**config.mk**
```make
export PLATFORM = sky130hd
export DESIGN_NAME = cpu_core
export DESIGN_NICKNAME = d
export VERILOG_FILES = /design/src/cpu_pkg.sv /design/src/cpu_core.sv /design/src/cpu_sequencer.sv /design/src/cpu_alu.sv /design/src/cpu_regfile.sv
export VERILOG_INCLUDE_DIRS = /design/src
export SDC_FILE = /design/constraint.sdc
export NUM_CORES = 1
export LEC_CHECK = 0
export ABC_AREA = 1
export BUFFER_PORTS_ARGS = -buffer_cell sky130_fd_sc_hd__clkbuf_2
export CORE_MARGIN = 4
export CORE_UTILIZATION = 30
export CTS_BUF_LIST = sky130_fd_sc_hd__clkbuf_4 sky130_fd_sc_hd__clkbuf_8 sky130_fd_sc_hd__clkbuf_16
export CTS_CLUSTER_SIZE = 16
export DETAILED_ROUTE_END_ITERATION = 16
export SYNTH_ARGS = -nofsm -noshare
export SYNTH_HDL_FRONTEND = slang
export SYNTH_SLANG_ARGS = --single-unit
```
**constraint.sdc**
```tcl
create_clock -name wire_clock -period 5.2 [get_ports wire_clock]
set_input_delay 1.04 -clock wire_clock [delete_from_list [all_inputs] [get_ports wire_clock]]
set_output_delay 1.04 -clock wire_clock [all_outputs]
set_load 0.01 [all_outputs]
```
**src/cpu_params.svh**
```systemverilog
`ifndef CPU_PARAMS_SVH
`define CPU_PARAMS_SVH

`define CPU_WORD_W   16
`define CPU_NREGS    8
`define CPU_REG_AW   3
`define CPU_OPC_W    6

// opcodes, top six bits of the instruction word
`define OPC_LOADN    6'b111000
`define OPC_LOAD     6'b110000
`define OPC_STORE    6'b110001
`define OPC_LOADI    6'b111100
`define OPC_STOREI   6'b111101
`define OPC_MOV      6'b110011
`define OPC_ADD      6'b100000
`define OPC_SUB      6'b100001
`define OPC_AND      6'b010010
`define OPC_OR       6'b010011
`define OPC_XOR      6'b010100
`define OPC_NOT      6'b010101
`define OPC_CMP      6'b010110
`define OPC_JMP      6'b000010

// jump conditions
`define COND_ALWAYS  4'd0
`define COND_EQ      4'd1
`define COND_NE      4'd2
`define COND_Z       4'd3
`define COND_NZ      4'd4
`define COND_C       4'd5
`define COND_NC      4'd6
`define COND_GT      4'd7
`define COND_LT      4'd8

// bit positions in the flag word
`define FLAG_GT      15
`define FLAG_LT      14
`define FLAG_EQ      13
`define FLAG_Z       12
`define FLAG_C       11

`define CPU_PC_RESET 16'h0000

`endif
```
**src/cpu_pkg.sv**
```systemverilog
`default_nettype none
`include "cpu_params.svh"

package cpu_pkg;

   typedef logic [`CPU_REG_AW-1:0] reg_idx_t;
   typedef logic [`CPU_WORD_W-1:0] word_t;

   // register form: rx is written, ry and rz are read
   typedef struct packed {
      logic [`CPU_OPC_W-1:0] opcode;
      reg_idx_t              rx;
      reg_idx_t              ry;
      reg_idx_t              rz;
      logic                  with_carry;
   } reg_fmt_t;

   // jump form, target follows in the next word
   typedef struct packed {
      logic [`CPU_OPC_W-1:0] opcode;
      logic [3:0]            cond;
      logic [5:0]            unused;
   } jmp_fmt_t;

   typedef union packed {
      reg_fmt_t r;
      jmp_fmt_t j;
   } instr_u;

   typedef enum logic [2:0] {
      ALU_ADD,
      ALU_SUB,
      ALU_AND,
      ALU_OR,
      ALU_XOR,
      ALU_NOT,
      ALU_CMP,
      ALU_PASS
   } alu_op_t;

endpackage

`default_nettype wire

```
**src/cpu_core.sv**
```systemverilog
`timescale 1ns/1ns
`default_nettype none

module cpu_core (
   input  wire                   wire_clock,
   input  wire                   resetStage,
   input  wire cpu_pkg::word_t   ram_rdata,
   output cpu_pkg::word_t        ram_addr,
   output cpu_pkg::word_t        ram_wdata,
   output logic                  ram_we
);

   cpu_pkg::reg_idx_t   rd_a_idx;
   cpu_pkg::reg_idx_t   rd_b_idx;
   cpu_pkg::word_t      rd_a_data;
   cpu_pkg::word_t      rd_b_data;
   logic                wr_en;
   cpu_pkg::reg_idx_t   wr_idx;
   cpu_pkg::word_t      wr_data;
   cpu_pkg::alu_op_t    alu_op;
   logic                alu_en;
   logic                alu_use_carry;
   logic [3:0]          alu_cond;
   cpu_pkg::word_t      alu_result;
   logic                cond_true;

   cpu_sequencer u_seq (
      .wire_clock    (wire_clock),
      .resetStage    (resetStage),
      .ram_rdata     (ram_rdata),
      .ram_addr      (ram_addr),
      .ram_wdata     (ram_wdata),
      .ram_we        (ram_we),
      .rd_a_idx      (rd_a_idx),
      .rd_b_idx      (rd_b_idx),
      .rd_a_data     (rd_a_data),
      .rd_b_data     (rd_b_data),
      .wr_en         (wr_en),
      .wr_idx        (wr_idx),
      .wr_data       (wr_data),
      .alu_op        (alu_op),
      .alu_en        (alu_en),
      .alu_use_carry (alu_use_carry),
      .alu_cond      (alu_cond),
      .alu_result    (alu_result),
      .cond_true     (cond_true)
   );

   cpu_regfile u_regs (
      .wire_clock (wire_clock),
      .resetStage (resetStage),
      .rd_a_idx   (rd_a_idx),
      .rd_b_idx   (rd_b_idx),
      .rd_a_data  (rd_a_data),
      .rd_b_data  (rd_b_data),
      .wr_en      (wr_en),
      .wr_idx     (wr_idx),
      .wr_data    (wr_data)
   );

   // operands come straight from the two read ports
   cpu_alu u_alu (
      .wire_clock    (wire_clock),
      .resetStage    (resetStage),
      .op_a          (rd_a_data),
      .op_b          (rd_b_data),
      .alu_op        (alu_op),
      .alu_en        (alu_en),
      .alu_use_carry (alu_use_carry),
      .alu_cond      (alu_cond),
      .result        (alu_result),
      .cond_true     (cond_true)
   );

endmodule

`default_nettype wire

```
**src/cpu_sequencer.sv**
```systemverilog
`timescale 1ns/1ns
`default_nettype none
`include "cpu_params.svh"

module cpu_sequencer (
   input  wire                      wire_clock,
   input  wire                      resetStage,
   input  wire cpu_pkg::word_t      ram_rdata,
   output cpu_pkg::word_t           ram_addr,
   output cpu_pkg::word_t           ram_wdata,
   output logic                     ram_we,
   output cpu_pkg::reg_idx_t        rd_a_idx,
   output cpu_pkg::reg_idx_t        rd_b_idx,
   input  wire cpu_pkg::word_t      rd_a_data,
   input  wire cpu_pkg::word_t      rd_b_data,
   output logic                     wr_en,
   output cpu_pkg::reg_idx_t        wr_idx,
   output cpu_pkg::word_t           wr_data,
   output cpu_pkg::alu_op_t         alu_op,
   output logic                     alu_en,
   output logic                     alu_use_carry,
   output logic [3:0]               alu_cond,
   input  wire cpu_pkg::word_t      alu_result,
   input  wire                      cond_true
);

   // stages 0 and 1 fetch, execute starts at 2
   localparam logic [2:0] ST_FETCH = 3'd0;
   localparam logic [2:0] ST_IR    = 3'd1;
   localparam logic [2:0] ST_EX0   = 3'd2;
   localparam logic [2:0] ST_EX1   = 3'd3;
   localparam logic [2:0] ST_EX2   = 3'd4;
   localparam logic [2:0] ST_EX3   = 3'd5;

   logic [2:0]             stage;
   cpu_pkg::word_t         pc;
   cpu_pkg::instr_u        ir;
   cpu_pkg::word_t         dir_addr;
   logic [`CPU_OPC_W-1:0]  opc;
   logic                   is_alu;
   logic                   is_direct;
   logic                   uses_word;
   logic                   instr_done;

   assign opc           = ir.r.opcode;
   assign alu_cond      = ir.j.cond;
   assign alu_use_carry = ir.r.with_carry;
   assign is_direct     = (opc == `OPC_LOAD) || (opc == `OPC_STORE);
   assign uses_word     = is_direct || (opc == `OPC_LOADN) || (opc == `OPC_JMP);
   assign alu_en        = is_alu && (stage == ST_EX1);

   always_comb begin
      is_alu = 1'b1;
      case (opc)
         `OPC_ADD: alu_op = cpu_pkg::ALU_ADD;
         `OPC_SUB: alu_op = cpu_pkg::ALU_SUB;
         `OPC_AND: alu_op = cpu_pkg::ALU_AND;
         `OPC_OR:  alu_op = cpu_pkg::ALU_OR;
         `OPC_XOR: alu_op = cpu_pkg::ALU_XOR;
         `OPC_NOT: alu_op = cpu_pkg::ALU_NOT;
         `OPC_CMP: alu_op = cpu_pkg::ALU_CMP;
         default: begin
            is_alu = 1'b0;
            alu_op = cpu_pkg::ALU_PASS;
         end
      endcase
   end

   // last execute stage of the current instruction
   always_comb begin
      if (stage < ST_EX0) begin
         instr_done = 1'b0;
      end else if (is_direct) begin
         instr_done = (stage == ST_EX3);
      end else if (uses_word || is_alu || opc == `OPC_LOADI || opc == `OPC_STOREI) begin
         instr_done = (stage == ST_EX1);
      end else begin
         // mov and unknown opcodes
         instr_done = 1'b1;
      end
   end

   always_comb begin
      ram_addr  = pc;
      ram_wdata = rd_a_data;
      ram_we    = 1'b0;
      rd_a_idx  = ir.r.ry;
      rd_b_idx  = ir.r.rz;
      wr_en     = 1'b0;
      wr_idx    = ir.r.rx;
      wr_data   = alu_result;
      if (stage >= ST_EX0) begin
         case (opc)
            `OPC_LOADN: begin
               wr_data = ram_rdata;
               wr_en   = (stage == ST_EX1);
            end
            `OPC_LOAD: begin
               if (stage >= ST_EX2) begin
                  ram_addr = dir_addr;
               end
               wr_data = ram_rdata;
               wr_en   = (stage == ST_EX3);
            end
            `OPC_STORE: begin
               rd_a_idx = ir.r.rx;
               if (stage >= ST_EX2) begin
                  ram_addr = dir_addr;
               end
               ram_we = (stage == ST_EX3);
            end
            `OPC_LOADI: begin
               ram_addr = rd_a_data;
               wr_data  = ram_rdata;
               wr_en    = (stage == ST_EX1);
            end
            `OPC_STOREI: begin
               rd_a_idx  = ir.r.rx;
               rd_b_idx  = ir.r.ry;
               ram_addr  = rd_a_data;
               ram_wdata = rd_b_data;
               ram_we    = (stage == ST_EX1);
            end
            `OPC_MOV: begin
               wr_data = rd_a_data;
               wr_en   = 1'b1;
            end
            `OPC_CMP: begin
               // compares rx with ry, no write back
               rd_a_idx = ir.r.rx;
               rd_b_idx = ir.r.ry;
            end
            default: begin
               wr_en = is_alu && (stage == ST_EX1);
            end
         endcase
      end
   end

   always_ff @(posedge wire_clock) begin
      if (resetStage) begin
         stage <= ST_FETCH;
         pc    <= `CPU_PC_RESET;
         ir    <= '0;
      end else begin
         if (instr_done) begin
            stage <= ST_FETCH;
         end else begin
            stage <= stage + 3'd1;
         end
         if (stage == ST_IR) begin
            ir <= ram_rdata;
         end
         if (stage == ST_EX1 && opc == `OPC_JMP && cond_true) begin
            pc <= ram_rdata;
         end else if (stage == ST_IR || (stage == ST_EX1 && uses_word)) begin
            pc <= pc + cpu_pkg::word_t'(1);
         end
      end
   end

   // address word of load and store
   always_ff @(posedge wire_clock) begin
      if (stage == ST_EX1 && is_direct) begin
         dir_addr <= ram_rdata;
      end
   end

endmodule

`default_nettype wire

```
**src/cpu_alu.sv**
```systemverilog
`timescale 1ns/1ns
`default_nettype none
`include "cpu_params.svh"

module cpu_alu (
   input  wire                      wire_clock,
   input  wire                      resetStage,
   input  wire cpu_pkg::word_t      op_a,
   input  wire cpu_pkg::word_t      op_b,
   input  wire cpu_pkg::alu_op_t    alu_op,
   input  wire                      alu_en,
   input  wire                      alu_use_carry,
   input  wire [3:0]                alu_cond,
   output cpu_pkg::word_t           result,
   output logic                     cond_true
);

   cpu_pkg::word_t         flags;
   logic [`CPU_WORD_W:0]   sum;
   logic                   carry_in;

   // top bit of sum is carry out for add, borrow for sub
   always_comb begin
      carry_in = alu_use_carry & flags[`FLAG_C];
      sum      = '0;
      case (alu_op)
         cpu_pkg::ALU_ADD: begin
            sum    = {1'b0, op_a} + {1'b0, op_b} + {{`CPU_WORD_W{1'b0}}, carry_in};
            result = sum[`CPU_WORD_W-1:0];
         end
         cpu_pkg::ALU_SUB: begin
            sum    = {1'b0, op_a} - {1'b0, op_b} - {{`CPU_WORD_W{1'b0}}, carry_in};
            result = sum[`CPU_WORD_W-1:0];
         end
         cpu_pkg::ALU_AND: result = op_a & op_b;
         cpu_pkg::ALU_OR:  result = op_a | op_b;
         cpu_pkg::ALU_XOR: result = op_a ^ op_b;
         cpu_pkg::ALU_NOT: result = ~op_a;
         default:          result = op_a;
      endcase
   end

   always_ff @(posedge wire_clock) begin
      if (resetStage) begin
         flags <= '0;
      end else if (alu_en) begin
         case (alu_op)
            cpu_pkg::ALU_CMP: begin
               // unsigned compare
               flags[`FLAG_GT] <= (op_a > op_b);
               flags[`FLAG_LT] <= (op_a < op_b);
               flags[`FLAG_EQ] <= (op_a == op_b);
            end
            cpu_pkg::ALU_ADD, cpu_pkg::ALU_SUB: begin
               flags[`FLAG_Z] <= (result == '0);
               flags[`FLAG_C] <= sum[`CPU_WORD_W];
            end
            default: begin
               flags[`FLAG_Z] <= (result == '0);
               flags[`FLAG_C] <= 1'b0;
            end
         endcase
      end
   end

   always_comb begin
      case (alu_cond)
         `COND_ALWAYS: cond_true = 1'b1;
         `COND_EQ:     cond_true = flags[`FLAG_EQ];
         `COND_NE:     cond_true = ~flags[`FLAG_EQ];
         `COND_Z:      cond_true = flags[`FLAG_Z];
         `COND_NZ:     cond_true = ~flags[`FLAG_Z];
         `COND_C:      cond_true = flags[`FLAG_C];
         `COND_NC:     cond_true = ~flags[`FLAG_C];
         `COND_GT:     cond_true = flags[`FLAG_GT];
         `COND_LT:     cond_true = flags[`FLAG_LT];
         default:      cond_true = 1'b0;
      endcase
   end

endmodule

`default_nettype wire

```
**src/cpu_regfile.sv**
```systemverilog
`timescale 1ns/1ns
`default_nettype none
`include "cpu_params.svh"

module cpu_regfile (
   input  wire                      wire_clock,
   input  wire                      resetStage,
   input  wire cpu_pkg::reg_idx_t   rd_a_idx,
   input  wire cpu_pkg::reg_idx_t   rd_b_idx,
   output cpu_pkg::word_t           rd_a_data,
   output cpu_pkg::word_t           rd_b_data,
   input  wire                      wr_en,
   input  wire cpu_pkg::reg_idx_t   wr_idx,
   input  wire cpu_pkg::word_t      wr_data
);

   cpu_pkg::word_t regs [`CPU_NREGS];

   always_ff @(posedge wire_clock) begin
      if (resetStage) begin
         for (int i = 0; i < `CPU_NREGS; i++) begin
            regs[i] <= '0;
         end
      end else if (wr_en) begin
         regs[wr_idx] <= wr_data;
      end
   end

   // reads see the old value during a write
   assign rd_a_data = regs[rd_a_idx];
   assign rd_b_data = regs[rd_b_idx];

endmodule

`default_nettype wire

```
# Word level (Yosys, flattened, before mapping)
# Memory sizes are Yosys's and may differ from the RTL's.
# Cells that the tools add are included.
# totals
regBits	56
latchBits	0
ramBits	128
rom_bits	0
inputBits	18
output_inout_bits	33
elab_cells	121
memories	1
# op_classes
addsub	6
multipliers	0
n_div	0
magnitude_cmp	5
eq_ne	32
shifts	0
mux	34
n_bitwise	9
n_reduce_logical	28
# memory_table
name	depth	width	rd	rd_ports_with_merged_regs	wr	line	text
u_regs.regs	8	16	2	0	8	cpu_regfile.sv:17	cpu_pkg::word_t regs [`CPU_NREGS];
# op_table
op	n
$mux 16	8
$pmux 16 s6	1
$pmux 16 s2	2
$eq 6x6->1 const B	8
$pmux 17 s2	1
$eq 6x5->1 const B	5
$pmux 3 s7	1
$add 16x16->17	1
$add 17x1->17	1
$sub 16x16->17	1
$sub 17x1->17	1
$add 16x1->16 const B	1
$and 16x16->16	1
$eq 16x16->1	1
$eq 4x3->1 const B	4
$gt 16x16->1	1
$logic_not 16->1	1
$lt 16x16->1	1
$not 16->16	1
$or 16x16->16	1
$reduce_or 16->1	1
$xor 16x16->16	1
$mux 3	5
$eq 3x3->1 const B	4
26 further kinds	61

# Logic depth before layout (Yosys ltp)
# depth
ltp_word	11
ltp_mapped	38
mapped_depth_nobuf	36

# Hierarchy
# From an unflattened synthesis, not the netlist that was laid out.
# hier_totals
cells_unflattened	2312
area_unflattened_um2	15482.3
# modules_own_cells
module	instances	cells_each	area_each_um2	seq_area_each_um2
cpu_regfile	1	1032	7532.2	3843.7
cpu_alu	1	734	4077.7	100.1
cpu_sequencer	1	546	3872.5	1181.1

# Least setup slack after synthesis
# Ideal clock, no wire load.
# synth_timing
kind	flip-flop to flip-flop
start	reg u_seq.stage[2]
end	mem u_regs.regs[0][13] (netlist bit), data pin
setup_ns	0.148
arrival_ns	4.532
required_ns	5.052
slack_ns	0.521
stages_incl_launch_ff	31
path_buffers	3
synth_period_minus_slack_ns	4.679
cell_sequence	dfxtp_1 buf_2 nor2_4 inv_2 nand2_1 inv_2 or2_2 o21ai_1 inv_1 clkbuf_1 o21ai_0 a21oi_1 or2_2 nand2_1 o21ai_0 ha_1 inv_1 ha_1 nand2_1 or3b_2 nor3_1 nand2_1 nand2_1 nand2_1 nand3_1 nand2_1 o21ai_1 o21ai_1 or2_1 buf_2 a21oi_1
# synth_rtl
element	line	text
start: declaration	cpu_sequencer.sv:35	logic [2:0] stage;
start signal: assignment	cpu_sequencer.sv:149	stage <= stage + 3'd1;
end: declaration	cpu_regfile.sv:17	

==> results.md <==
- Vias/cell: 5.30
- Die footprint: 0.0503 mm^2
- Hold_sp: u_seq.stage[0]$_SDFF_PP0_
- Mapped Cells: 1892
- Router iterations before antenna repair: 6
- Post-synth ARST share: 0
- Slowest stage delay, CP: 0.36 ns
- Final antenna-violating net count: 0
- Clk sinks: 184
- Leak: 0.00694 uW
- Hold Fails Final Rpt: 0
- Hold_ws: 0.459 ns
- Worst Max-Slew Pin Slew: 1.12 ns
- Number of global-route vias before repair: 12900
- Most used DFF post-synth: edfxtp_1
- Hold Buf Count CTS: 0
- Num CTS Buffers: 17
- Worst vdd ir: 0.744 mV
- Via Count: 13800
- Post-Syn Area: 0.0140 mm^2
- Final critical-path required period: 4.93 ns
- WL/cell: 19.6 um
- Avg Cell Area, Syn: 7.41 um^2
- Met2 routed WL: 23600 um
- Status: complete, no violations
- Worst endpoint required time: 5.39 ns
- Crit end category: flop
- Period utilization: 0.948
- P per Cell Area: 747 mW/mm^2
- Max Used Layer: met4
- Post-synth EDFFs: 144
- Final core occ: 0.358
- Yosys cell types: 64
- Clk_lat worst skew: 0.46 ns
- FMAX: 203 MHz
- Clock transition at path regs: 0.07 ns
- Relative slew slack: 0.252
- DP HPWL: 38500 um
- H-tree depth: 4
- Setup violations, final: 0
- Hold crit path type: flop to flop
- Layout cell share with drive strength beyond 1: 0.166
- Power Total: 12200 uW
- Met3 WL: 3390 um
- Max-cap violations: 0
- Ant diodes: 0
- Die height: 224 um
- Syn nets: 1994
- Routed WL: 51300 um
- Antenna violations before repair: 0
- Ports: 51
- Worst path arrival time: 5.12 ns
- Worst setup path startpoint: u_seq.ir[13]$_SDFFE_PP0P_
- Post-synthesis sequential area ratio: 0.365
- Die X: 224 um
- Initial Util: 0.306
- Post-Route M1 WL: 22400 um
- Fin nets: 2102
- Row count: 78
- Crit path launch type: flop
- Pin count of the biggest net entering global routing: 37
- CP max FO: 20
- Register area: 0.00513 mm^2
- Critical Path Most Common Cell: nand2_1
- CTS tree: done
- Post-CTS setup buffers: 0
- Number of buffers added on ports: 50
- GRT Util Overall: 0.198
- Clock skew: 0.0180 ns
- Area Overhead vs Synth: 16.8%
- Synth Warn #: 0
- DR iter-0 viols: 1589
- Filler cells: 4787
- Max Slew Vio Count: 0
- Max Buffers Root-to-Sink: 2
- DRC viols: 0
- Crit-path slowest cell: o21ai_4
- Routability congestion estimate: 0.948
- Global-route wire length before repair: 77200 um
- Area of the multi-input gates: 0.00761 mm^2
- Number of synthesized register bits: 184
- Kind of critical path: flop to flop
- Core ar.: 0.0458 mm^2
- Total gr overflow: 0
- Critical R2R Launch: u_seq.ir[13]$_SDFFE_PP0P_
- Clock Tree Root: clkbuf_16
## cell type report
type	count	share of cell area
timing repair buffer	179	0.0808
clock inverter	13	0.00588
multi-input combinational	1345	0.465
inverter	273	0.0627
clock buffer	19	0.0269
sequential	184	0.313
tap	600	0.0458
## registers in the layout (all words and copies together) (netlist names)
signal,count
u_seq.stage,3
u_seq.pc,16
u_regs.regs,128
u_seq.ir,16
u_alu.flags,5
u_seq.dir_addr,16
## per-stage QoR
stage	worst slack [ns]	TNS, ns	std cells	instance area [um^2]
6_report	0.268	0	2613	16400
4_1_cts	0.0211	0	2613	16200
5_1_grt	-0.0327	-0.222	2613	16400
2_1_floorplan	0.521	0	1892	14000
3_3_place_gp	-0.0109	-0.176	2581	15700
3_5_place_dp	-0.0985	-1.64	2581	15700
## cells by family after synthesis
group | count (synthesis) | synth area share
buf+inv | 363 | 0.106
simple gates | 742 | 0.232
compound gates | 513 | 0.215
fa+ha+maj | 84 | 0.0771
flops | 184 | 0.365
xor+xnor | 6 | 0.00375
## synthesized netlist by cell type, types with 11 or more instances
library cell,count,share of area
a21oi_1,153,0.055
a22oi_1,15,0.0080
buf_2,16,0.0057
buf_6,12,0.0096
clkbuf_1,56,0.015
dfxtp_1,40,0.057
edfxtp_1,144,0.31
ha_1,80,0.071
inv_1,253,0.068
inv_2,18,0.0048
nand2_1,317,0.085
nand3_1,104,0.037
nand4_1,11,0.0049
nor2_1,209,0.056
nor3_1,19,0.0068
o211ai_1,52,0.028
o21ai_0,171,0.061
o21ai_1,23,0.0082
o22ai_1,41,0.018
or2_2,29,0.013
## cell usage in the layout (no fill, tap or decap), types with 19 or more instances in the layout
master / n
buf_4: 120
dfxtp_1: 35
nand3_1: 102
or2_2: 29
o21ai_0: 160
nand2_1: 314
o211ai_1: 52
edfxtp_1: 144
o22ai_1: 41
clkbuf_2: 50
o21ai_1: 30
a21oi_1: 149
inv_1: 251
nor2_1: 206
ha_1: 72
inv_2: 19
## metal layers
| metal | track usage | up-vias |
|---|---|---|
| met5 | 0 | - |
| met4 | 0.0747 | 0 |
| met3 | 0.0284 | 87 |
| met2 | 0.323 | 577 |
| met1 | 0.267 | 6554 |
| li1 | - | 6631 |
## worst max-delay path: cells and delay by family, from the launching register on
kind	cells	cell delay [ns]
simple gates	14	1.63
compound gates	7	1.39
buf+inv	5	0.66
fa+ha+maj	2	0.63
flops	1	0.35
## repair_timing
item                                    in CTS  in global routing
resized for setup                            6                 44
pin swaps                                    0                  6
endpoints found under the setup margin      42                114
endpoints found under the hold margin        0                  0
cloned                                       0                  0
## where the power goes
group,switching [uW],internal [uW],total [uW],leakage (uW)
Clock,600,626,1230,0.000264
Sequential,99.5,1700,1800,0.00179
Combinational,5880,3340,9220,0.00488
## path summary, 6_finish.rpt
kind              slack [ns]                               end  depth (start not counted)
hold / removal          0.46         u_seq.stage[0]$_SDFF_PP0_                          1
setup / recovery        0.27  u_regs.regs[6][14]$_SDFFCE_PN0P_                         28
setup reg to reg        0.27  u_regs.regs[6][14]$_SDFFCE_PN0P_                         28
hold reg to reg         0.46         u_seq.stage[0]$_SDFF_PP0_                          1
No activity file was read; power rests on OpenSTA's default activity.
